File: src/common/icache_consts.svh
`ifndef ICACHE_CONSTS_SVH
`define ICACHE_CONSTS_SVH

// cache geometry, direct mapped, 512 bytes
`define ICACHE_LINES      32
`define ICACHE_LINE_BYTES 16

// address split: tag | index | offset
`define ICACHE_TAG_W      23
`define ICACHE_INDEX_W    5
`define ICACHE_OFFSET_W   4

// cpu and memory data word
`define ICACHE_XLEN       64

`endif

File: src/common/icache_pkg.sv
`include "icache_consts.svh"

package icache_pkg;

  // address fields
  typedef logic [31:0]                   icache_addr_t;
  typedef logic [`ICACHE_TAG_W-1:0]      icache_tag_t;
  typedef logic [`ICACHE_INDEX_W-1:0]    icache_index_t;
  typedef logic [`ICACHE_OFFSET_W-1:0]   icache_offset_t;

  // storage and bus words
  typedef logic [`ICACHE_LINE_BYTES*8-1:0] icache_line_t;
  typedef logic [`ICACHE_XLEN-1:0]         icache_xlen_t;

  // controller states, FILL is the array write cycle
  typedef enum logic [2:0] {
    ST_RST,
    ST_IDLE,
    ST_MISS_LO,
    ST_MISS_HI,
    ST_FILL
  } icache_state_e;

endpackage

File: src/common/icache_array_if.sv
`timescale 1ns/1ps

interface icache_array_if;
  import icache_pkg::*;

  // lookup side, straight from the cpu address
  icache_index_t  index;
  icache_tag_t    lookup_tag;
  icache_offset_t offset;

  // refill write, shared by both arrays
  logic           fill_en;
  icache_tag_t    fill_tag;
  icache_index_t  fill_index;
  icache_line_t   fill_line;

  // array responses
  logic           hit;
  icache_line_t   line_rdata;

  modport ctrl (
    output index, lookup_tag, offset,
    output fill_en, fill_tag, fill_index, fill_line,
    input  hit, line_rdata
  );

  modport tag (
    input  index, lookup_tag, fill_en, fill_tag, fill_index,
    output hit
  );

  modport data (
    input  index, fill_en, fill_index, fill_line,
    output line_rdata
  );

endinterface

File: src/icache/icache_ctrl.sv
`timescale 1ns/1ps
`include "icache_consts.svh"

module icache_ctrl (
  input  logic                     clk,
  input  logic                     rst,
  // cpu fetch port
  input  icache_pkg::icache_addr_t fetch_addr_i,
  input  logic                     fetch_valid_i,
  output icache_pkg::icache_xlen_t fetch_rdata_o,
  output logic                     fetch_rdata_valid_o,
  // memory read port
  output icache_pkg::icache_addr_t mem_raddr_o,
  output logic                     mem_rvalid_o,
  input  logic                     mem_rready_i,
  input  icache_pkg::icache_xlen_t mem_rdata_i,
  // tag and data arrays
  icache_array_if.ctrl             ca
);
  import icache_pkg::*;

  localparam int OFFSET_W = $bits(icache_offset_t);
  localparam int INDEX_W  = $bits(icache_index_t);

  // second beat starts halfway through the line
  localparam icache_offset_t HI_BEAT_OFFSET = icache_offset_t'(`ICACHE_LINE_BYTES / 2);

  icache_state_e  state_q;

  // request captured in IDLE
  icache_tag_t    tag_q;
  icache_index_t  index_q;
  icache_offset_t offset_q;

  logic           rdata_ok_q;
  icache_addr_t   mem_raddr_q;
  logic           mem_rvalid_q;

  // line being assembled from memory
  icache_xlen_t   beat_lo_q;
  icache_xlen_t   beat_hi_q;

  logic [OFFSET_W-3:0] word_sel;
  logic [31:0]         word;

  // lookup fields come straight from the cpu address
  assign ca.offset     = icache_offset_t'(fetch_addr_i);
  assign ca.index      = icache_index_t'(fetch_addr_i >> OFFSET_W);
  assign ca.lookup_tag = icache_tag_t'(fetch_addr_i >> (OFFSET_W + INDEX_W));

  // control FSM
  always_ff @(posedge clk) begin
    if (rst) begin
      state_q      <= ST_RST;
      rdata_ok_q   <= 1'b0;
      mem_rvalid_q <= 1'b0;
    end else begin
      rdata_ok_q <= 1'b0;
      case (state_q)
        ST_RST: begin
          state_q <= ST_IDLE;
        end
        ST_IDLE: begin
          if (fetch_valid_i) begin
            if (ca.hit) begin
              rdata_ok_q <= 1'b1;
            end else begin
              state_q      <= ST_MISS_LO;
              mem_rvalid_q <= 1'b1;
            end
          end
        end
        ST_MISS_LO: begin
          if (mem_rready_i) begin
            state_q <= ST_MISS_HI;
          end
        end
        ST_MISS_HI: begin
          if (mem_rready_i) begin
            state_q      <= ST_FILL;
            mem_rvalid_q <= 1'b0;
          end
        end
        ST_FILL: begin
          // arrays written this cycle, replay lookup in IDLE
          state_q <= ST_IDLE;
        end
        default: begin
          state_q <= ST_IDLE;
        end
      endcase
    end
  end

  // request latch, memory address and refill beats
  always_ff @(posedge clk) begin
    if (state_q == ST_IDLE && fetch_valid_i) begin
      tag_q       <= ca.lookup_tag;
      index_q     <= ca.index;
      offset_q    <= ca.offset;
      mem_raddr_q <= {ca.lookup_tag, ca.index, icache_offset_t'(0)};
    end
    if (state_q == ST_MISS_LO && mem_rready_i) begin
      beat_lo_q   <= mem_rdata_i;
      mem_raddr_q <= {tag_q, index_q, HI_BEAT_OFFSET};
    end
    if (state_q == ST_MISS_HI && mem_rready_i) begin
      beat_hi_q <= mem_rdata_i;
    end
  end

  // refill write, low beat in the low half
  assign ca.fill_en    = (state_q == ST_FILL);
  assign ca.fill_tag   = tag_q;
  assign ca.fill_index = index_q;
  assign ca.fill_line  = {beat_hi_q, beat_lo_q};

  // pick the 32-bit instruction out of the registered line
  assign word_sel = offset_q[OFFSET_W-1:2];
  assign word     = ca.line_rdata[word_sel*32 +: 32];

  assign fetch_rdata_valid_o = rdata_ok_q;
  assign fetch_rdata_o       = rdata_ok_q ? icache_xlen_t'(word) : '0;

  assign mem_raddr_o  = mem_raddr_q;
  assign mem_rvalid_o = mem_rvalid_q;

endmodule

File: src/icache/icache_data.sv
`timescale 1ns/1ps
`include "icache_consts.svh"

module icache_data (
  input  logic         clk,
  icache_array_if.data da
);
  import icache_pkg::*;

  icache_line_t mem_q [`ICACHE_LINES];
  icache_line_t rdata_q;

  // single port, a write takes the place of the read
  always_ff @(posedge clk) begin
    if (da.fill_en) begin
      mem_q[da.fill_index] <= da.fill_line;
    end else begin
      rdata_q <= mem_q[da.index];
    end
  end

  assign da.line_rdata = rdata_q;

endmodule

File: src/icache/icache_tag.sv
`timescale 1ns/1ps
`include "icache_consts.svh"

module icache_tag (
  input  logic        clk,
  input  logic        rst,
  icache_array_if.tag ta
);
  import icache_pkg::*;

  icache_tag_t             tags_q [`ICACHE_LINES];
  logic [`ICACHE_LINES-1:0] valid_q;

  // line valid bits, cleared on reset
  always_ff @(posedge clk) begin
    if (rst) begin
      valid_q <= '0;
    end else if (ta.fill_en) begin
      valid_q[ta.fill_index] <= 1'b1;
    end
  end

  // tag contents guarded by the valid bits
  always_ff @(posedge clk) begin
    if (ta.fill_en) begin
      tags_q[ta.fill_index] <= ta.fill_tag;
    end
  end

  // combinational compare at the lookup index
  assign ta.hit = valid_q[ta.index] && (tags_q[ta.index] == ta.lookup_tag);

endmodule

File: src/rtl/icache_top.sv
`timescale 1ns/1ps

module icache_top (
  input  logic                     clk,
  input  logic                     rst,
  // cpu side
  input  icache_pkg::icache_addr_t fetch_addr_i,
  input  logic                     fetch_valid_i,
  output icache_pkg::icache_xlen_t fetch_rdata_o,
  output logic                     fetch_rdata_valid_o,
  // memory side
  output icache_pkg::icache_addr_t mem_raddr_o,
  output logic                     mem_rvalid_o,
  input  logic                     mem_rready_i,
  input  icache_pkg::icache_xlen_t mem_rdata_i
);

  // controller to arrays
  icache_array_if array_if ();

  icache_ctrl u_ctrl (
    .clk                 (clk),
    .rst                 (rst),
    .fetch_addr_i        (fetch_addr_i),
    .fetch_valid_i       (fetch_valid_i),
    .fetch_rdata_o       (fetch_rdata_o),
    .fetch_rdata_valid_o (fetch_rdata_valid_o),
    .mem_raddr_o         (mem_raddr_o),
    .mem_rvalid_o        (mem_rvalid_o),
    .mem_rready_i        (mem_rready_i),
    .mem_rdata_i         (mem_rdata_i),
    .ca                  (array_if.ctrl)
  );

  icache_tag u_tag (
    .clk (clk),
    .rst (rst),
    .ta  (array_if.tag)
  );

  icache_data u_data (
    .clk (clk),
    .da  (array_if.data)
  );

endmodule
File: config.mk
export PLATFORM = sky130hd
export DESIGN_NAME = icache_top
export DESIGN_NICKNAME = d
export VERILOG_FILES = /design/src/common/icache_pkg.sv /design/src/common/icache_array_if.sv /design/src/icache/icache_ctrl.sv /design/src/icache/icache_data.sv /design/src/icache/icache_tag.sv /design/src/rtl/icache_top.sv
export VERILOG_INCLUDE_DIRS = /design/src /design/src/common
export SDC_FILE = /design/constraint.sdc
export NUM_CORES = 2
export LEC_CHECK = 0
export BUFFER_PORTS_ARGS = -buffer_cell sky130_fd_sc_hd__buf_4
export CORE_MARGIN = 8
export CORE_UTILIZATION = 49
export DETAILED_ROUTE_END_ITERATION = 10
export SLEW_MARGIN = 20
export SYNTH_ARGS = -nofsm -noshare
export SYNTH_HDL_FRONTEND = slang
export SYNTH_HIERARCHICAL = 1
export SYNTH_MEMORY_MAX_BITS = 65536
export SYNTH_SLANG_ARGS = --single-unit
File: constraint.sdc
create_clock -name clk -period 12.8 [get_ports clk]
set_input_delay 2.56 -clock clk [delete_from_list [all_inputs] [get_ports clk]]
set_output_delay 2.56 -clock clk [all_outputs]
set_load 0.005 [all_outputs]
After elaboration in Yosys (flattened, before gate mapping):

Memories as Yosys holds them, arrays and structs flattened. A register that Yosys moved wholly into a read port is not among the register bits.
Cells that the tools add are included.
Widths: inputs -> output; s select.

* RAM bits: 4832
* flip-flop bits (word level): 226
* memories kept: 2
* bits in read-only memories: 0
* input bits: 100
* latch bits: 0

* order comparisons: 3
* eq/ne operators: 9
* mux-type cells: 19
* $mul: 0
* reductions and logical operators: 11
* shift-type cells: 1
* bitwise logic cells: 3
* divide/modulo/power cells: 0
* add/sub/neg operators: 0

Memories
* u_data.mem_q: depth 32, bits a word 128, read ports 1, clocked after Yosys merged registers in 1, write ports 1, line icache_data.sv:10 `` icache_line_t mem_q [`ICACHE_LINES]; ``
* u_tag.tags_q: depth 32, bits a word 23, read ports 1, clocked after Yosys merged registers in 0, write ports 1, line icache_tag.sv:11 `` icache_tag_t tags_q [`ICACHE_LINES]; ``

Operators by type and width (count)
* $shiftx 128x8->32: 1
* $mux 32: 3
* $or 32x32->32: 1
* $eq 23x23->1: 1
* $lt 5x6->1 const B: 2
* $mux 3: 4
* $pmux 3 s3: 1
* $mux 1: 8
* $ne 2x2->1 const B: 4
* $reduce_and 4->1: 2
* $eq 3x2->1 const B: 2
* $bmux 1 s5: 1
* $demux 1 s5: 1
* $ge 5x1->1 const B: 1
* $logic_and 1x1->1: 5
* $reduce_bool 2->1: 2
* $eq 3x1->1 const B: 1
* $eq 3x3->1 const B: 1
* $reduce_or 3->1: 1
* $not 1->1: 2
* $pmux 1 s2: 1
* $logic_not 1->1: 1

Depth between registers and ports, before layout:

* depth in word-level cells: 6
* gate-level depth with buffers: 17

Modules after synthesis:

The synthesis kept the hierarchy.

Modules (own cells, without submodules)
* icache_data: instances 1, sequential area each 126841.7 µm², cells each 6385, area each 156505.1 µm²
* icache_tag: instances 1, sequential area each 22741.8 µm², cells each 1506, area each 29886.2 µm²
* icache_ctrl: instances 1, sequential area each 5705.5 µm², cells each 388, area each 7646.1 µm²

Worst setup path before layout:

No wires, ideal clock.

* path type: flip-flop to flip-flop
* from: register u_ctrl.state_q[2]
* to: memory u_data/mem_q[12][0] in the netlist's numbering (enable)
* clock period less this slack: 9.496 ns
* library setup time: 0.617 ns
* cell stages (with the launch flop): 6
* path slack: 3.304 ns
* arrival: 8.879 ns
* data required time: 12.183 ns
* cells stage by stage: dfxtp_1 > nor3b_1 > inv_1 > or3_1 > clkbuf_1 > nor2_1

* word-level cells in the longest chain between the ends: 3

Ends and longest elaborated chain
* start: declaration: line icache_ctrl.sv:28 `icache_state_e state_q;`
* start signal: assignment: line icache_ctrl.sv:54 `state_q <= ST_RST;`
* start signal: assignment: line icache_ctrl.sv:61 `state_q <= ST_IDLE;`
* start signal: assignment: line icache_ctrl.sv:68 `state_q <= ST_MISS_LO;`
* $eq 3x3->1: line icache_ctrl.sv:113 `assign ca.fill_en = (state_q == ST_FILL);`
* via array_if.fill_en: line icache_array_if.sv:12 `logic fill_en;`
* $mux 1: line icache_data.sv:15 `if (da.fill_en) begin`
* $mux 1 (not written as such): line icache_data.sv:16 `mem_q[da.fill_index] <= da.fill_line;`
* end: declaration: line icache_data.sv:10

The timed path passes the listed nets, and every way through them passes these cells.

Worst setup path after layout:

* from: input fetch_addr_i[5]
* to: register u_ctrl.mem_rvalid_q (netlist: u_ctrl/mem_rvalid_o)

* word-level cells in the longest chain between the ends: 5
* elaborated cells on any way between the ends: 7
* those cells by class: eq/ne (2); mux (2); reduce/logical (2); memory (1)

Ends and longest elaborated chain
* start: declaration: line icache_top.sv:7 `input icache_pkg::icache_addr_t fetch_addr_i,`
* $mem_v2 32x23 / $bmux 1 s5 (equally long branches)
* $eq 23x23->1 / $mux 1 (equally long branches): line icache_tag.sv:31 `assign ta.hit = valid_q[ta.index] && (tags_q[ta.index] == ta.lookup_tag);`
* $logic_and 1x1->1 (*): line icache_tag.sv:31
* via array_if.hit: line icache_array_if.sv:18 `logic hit;`
* $ne 2x2->1 (no line) (*)
* $reduce_and 4->1 (no line) (*)
* end signal: assignment: line icache_ctrl.sv:56 `mem_rvalid_q <= 1'b0;`
* end signal: assignment: line icache_ctrl.sv:69 `mem_rvalid_q <= 1'b1;`
* end signal: assignment: line icache_ctrl.sv:81 `mem_rvalid_q <= 1'b0;`
* end: declaration: line icache_ctrl.sv:37 `logic mem_rvalid_q;`

The timed path passes the listed nets; every way through them passes the cells marked *. The select of a mux whose other input is x is not followed.
A chain may end at the register's enable or synchronous reset.

==> metrics.md <==
| Metric | Value |
|---|---|
| Final cell count without fillers | ~14k |
| Crit Path Class | input port to register |
| # clock sinks | between 5k and 6k |
| Mapped Area | 194,000 um2 |
| Setup TNS | 0 ns |
| Mapped Cells | approximately 8.3k |
| Number of max-cap violations | 0 |
| Share of cells above drive strength 1 | 0.259 |
| Gp weighted congestion | 0.757 |
| Slew Viols, Final | 0 |
| Footprint of the multi-input gates | roughly 36,000 um2 |
| CORE AREA | 395,000 um2 |
| H-tree depth | 6 |
| DR vias/cell | between 6 and 7 |
| Syn avg cell area | ~23 um2 |
| DP HPWL | approximately 250 mm |
| CTS Root Cell | clkbuf_16 |
| Vias in the first global route | just over 90k |
| Final nets | 8,834 |
| Starting Density | 0.491 |
| Worst EP arrival | approximately 8.0 ns |
| Overall Global Routing Usage | 0.249 |
| Yosys warning count | 6 |
| CP top delay family | buffers and inverters |
| # placed instances | 13.4k |
| Die width | about 650 um |
| Design Area, Final | around 220,000 um2 |
| CP max-delay cell | buf_4 |
| Startpoint types | input port |
| Initial DRT Pass Iterations | 6 |
| Skew final | between 0.09 and 0.1 ns |
| CTS clk-pin slew, worst paths | 0.06 ns |
| Die height | around 650 um |
| Area grow syn2layout | 12.5% |
| Worst slew pin tran | between 1 and 1.5 ns |
| Post-CTS Resized | 0 |
| Setup violators final | 0 |
| RSZ-0062 raised after global routing | false |
| Max Clock Freq | around 140 MHz |
| CTS buffer count | ~540 |
| Total Power | approximately 35,000 uW |
| Port buffer count | 160 |
| Worst path bufs/invs | 3 |
| Cell Rows | 231 |
| Postcts setup bufs | 0 |
| HP Class | register to register |
| # hold bufs at CTS | 0 |
| Post-DR wirelength/cell | around 37 um |
| Final hold viol count | 0 |
| CP max FO | between 90 and 100 |
| Top-Level Pins | a little under 200 |
| Initial drt markers | roughly 12k |
| Final Cycle Share | 0.552 |
| CTS tree | done |
| CP required | approximately 14 ns |
| Residual DRC | 0 |
| Die Footprint | approximately 420,000 um2 |
| First-pass GRT wire length | 732 mm |
| Vias | roughly 93k |
| Post-route minimum period | 7.06 ns |
| CTS Buffer Depth | 4 |
| FF/Latch Area | roughly 160,000 um2 |
| Critical path cell sequence | buf_8 -> buf_12 -> buf_4 -> mux2i_1 -> a22oi_1 -> nand3_1 -> nand4_1 -> xnor2_1 -> o2111ai_1 -> nor4_1 -> and4_1 -> nand4bb_1 -> nor2_1 -> o21a_1 |
| Power Density | between 150 and 200 nW/um2 |
| Skew-Pair Late Insertion Delay | between 1 and 1.5 ns |
| Critical path endpoint category | register |
| DP Area | 202,000 um2 |
| Total gr overflow | 0 |
| Slew HR | 0.203 |
| Post-Route WL | ~530 mm |
| Largest net degree at the start of global routing | about 130 |
| FILL cells | roughly 29k |
| Leak | between 0.06 and 0.07 uW |
| CP max stage delay | 0.89 ns |
| Antenna violations before repair | 23 |
| Maximum VDD drop | 0.124 mV |
| Antenna viol nets, final | 0 |
| Outcome | complete, no violations |
-- routing by layer --
layer | share of wire | global-route usage | vias to the layer above
li1 | - | - | 36600
met4 | 0.028 | 0.0668 | 4
met3 | 0.081 | 0.0368 | 768
met5 | 0.000061 | 0 | -
met1 | 0.39 | 0.348 | 51400
met2 | 0.50 | 0.415 | 4496
-- cell usage in the layout, fill, tap and decap left out, types with 10 or more instances in the layout --
master / instances
a21oi_1: 34
a22o_1: 29
a22oi_1: 58
and2_1: 37
buf_12: 35
buf_4: 342
bufinv_16: 24
clkbuf_1: 115
clkbuf_16: 554
clkinv_1: 143
clkinv_2: 62
clkinv_8: 15
conb_1: 35
dfxtp_1: 37
diode_2: 16
edfxtp_1: 5146
inv_6: 17
mux2_2: 12
mux2i_1: 153
mux4_2: 1172
nand2_1: 56
nand2b_1: 11
nand3_1: 40
nand3b_1: 12
nand4_1: 19
nor2_1: 101
nor2_4: 64
nor2b_1: 15
nor3_1: 10
nor4_1: 109
nor4_2: 13
o21ai_0: 12
o22ai_1: 500
-- per-stage QoR --
stage / hold slack [ns] / setup WS [ns] / util
detailed placement: 0.451 / 4.80 / 0.510
floorplan: 0.435 / 3.30 / -
global placement: 0.439 / 4.72 / 0.510
global route: 0.480 / 5.62 / 0.552
finish: 0.461 / 5.74 / 0.552
CTS: 0.466 / 5.89 / 0.552
-- power by group --
| group | internal, uW | switching [uW] |
|---|---|---|
| clock network | 8440 | 6410 |
| logic | 498 | 667 |
| registers | 18600 | 147 |
-- state kept, by name, summed over array words and instances, names as in the netlist --
register	count
u_ctrl/ca.fill_tag	23
u_ctrl/state_q	3
u_ctrl/mem_rvalid_o	1
u_ctrl/beat_hi_q	64
u_data/da.line_rdata	128
u_ctrl/beat_lo_q	64
u_tag/valid_q	32
u_ctrl/offset_q	2
u_ctrl/fetch_rdata_valid_o	1
u_ctrl/ca.fill_index	5
u_tag/tags_q	736
u_data/mem_q	4096
u_ctrl/mem_raddr_o	29
-- worst reg2reg max path, delay by kind of cell (launching register included) --
kind	cells	cell delay [ns]
buffers and inverters	3	2.15
and+or+nand+nor	3	2.10
DFF	1	0.43
-- area by class of cell --
| cell class | count | share of cell area |
|---|---|---|
| Clock buffer | 672 | 0.0657 |
| Antenna cell | 16 | 0.000183 |
| Multi-Input combinational cell | 2613 | 0.166 |
| Tap cell | 5242 | 0.0300 |
| Clock inverter | 279 | 0.0102 |
| Sequential cell | 5184 | 0.711 |
| Timing Repair Buffer | 387 | 0.0159 |
| Inverter | 10 | 0.000206 |
-- path summary, 6_finish.rpt --
kind	start	to	slack [ns]	cells past startpoint
min reg2reg	u_ctrl/mem_raddr_o[3]	u_ctrl/mem_raddr_o[3]	0.46	1
max	fetch_addr_i[5]	u_ctrl/mem_rvalid_o	5.74	14
min	u_ctrl/mem_raddr_o[3]	u_ctrl/mem_raddr_o[3]	0.46	1
max reg2reg	u_ctrl/state_q[2]	u_data/mem_q[25][121]	7.68	6
No activity file was read; power rests on OpenSTA's default activity.
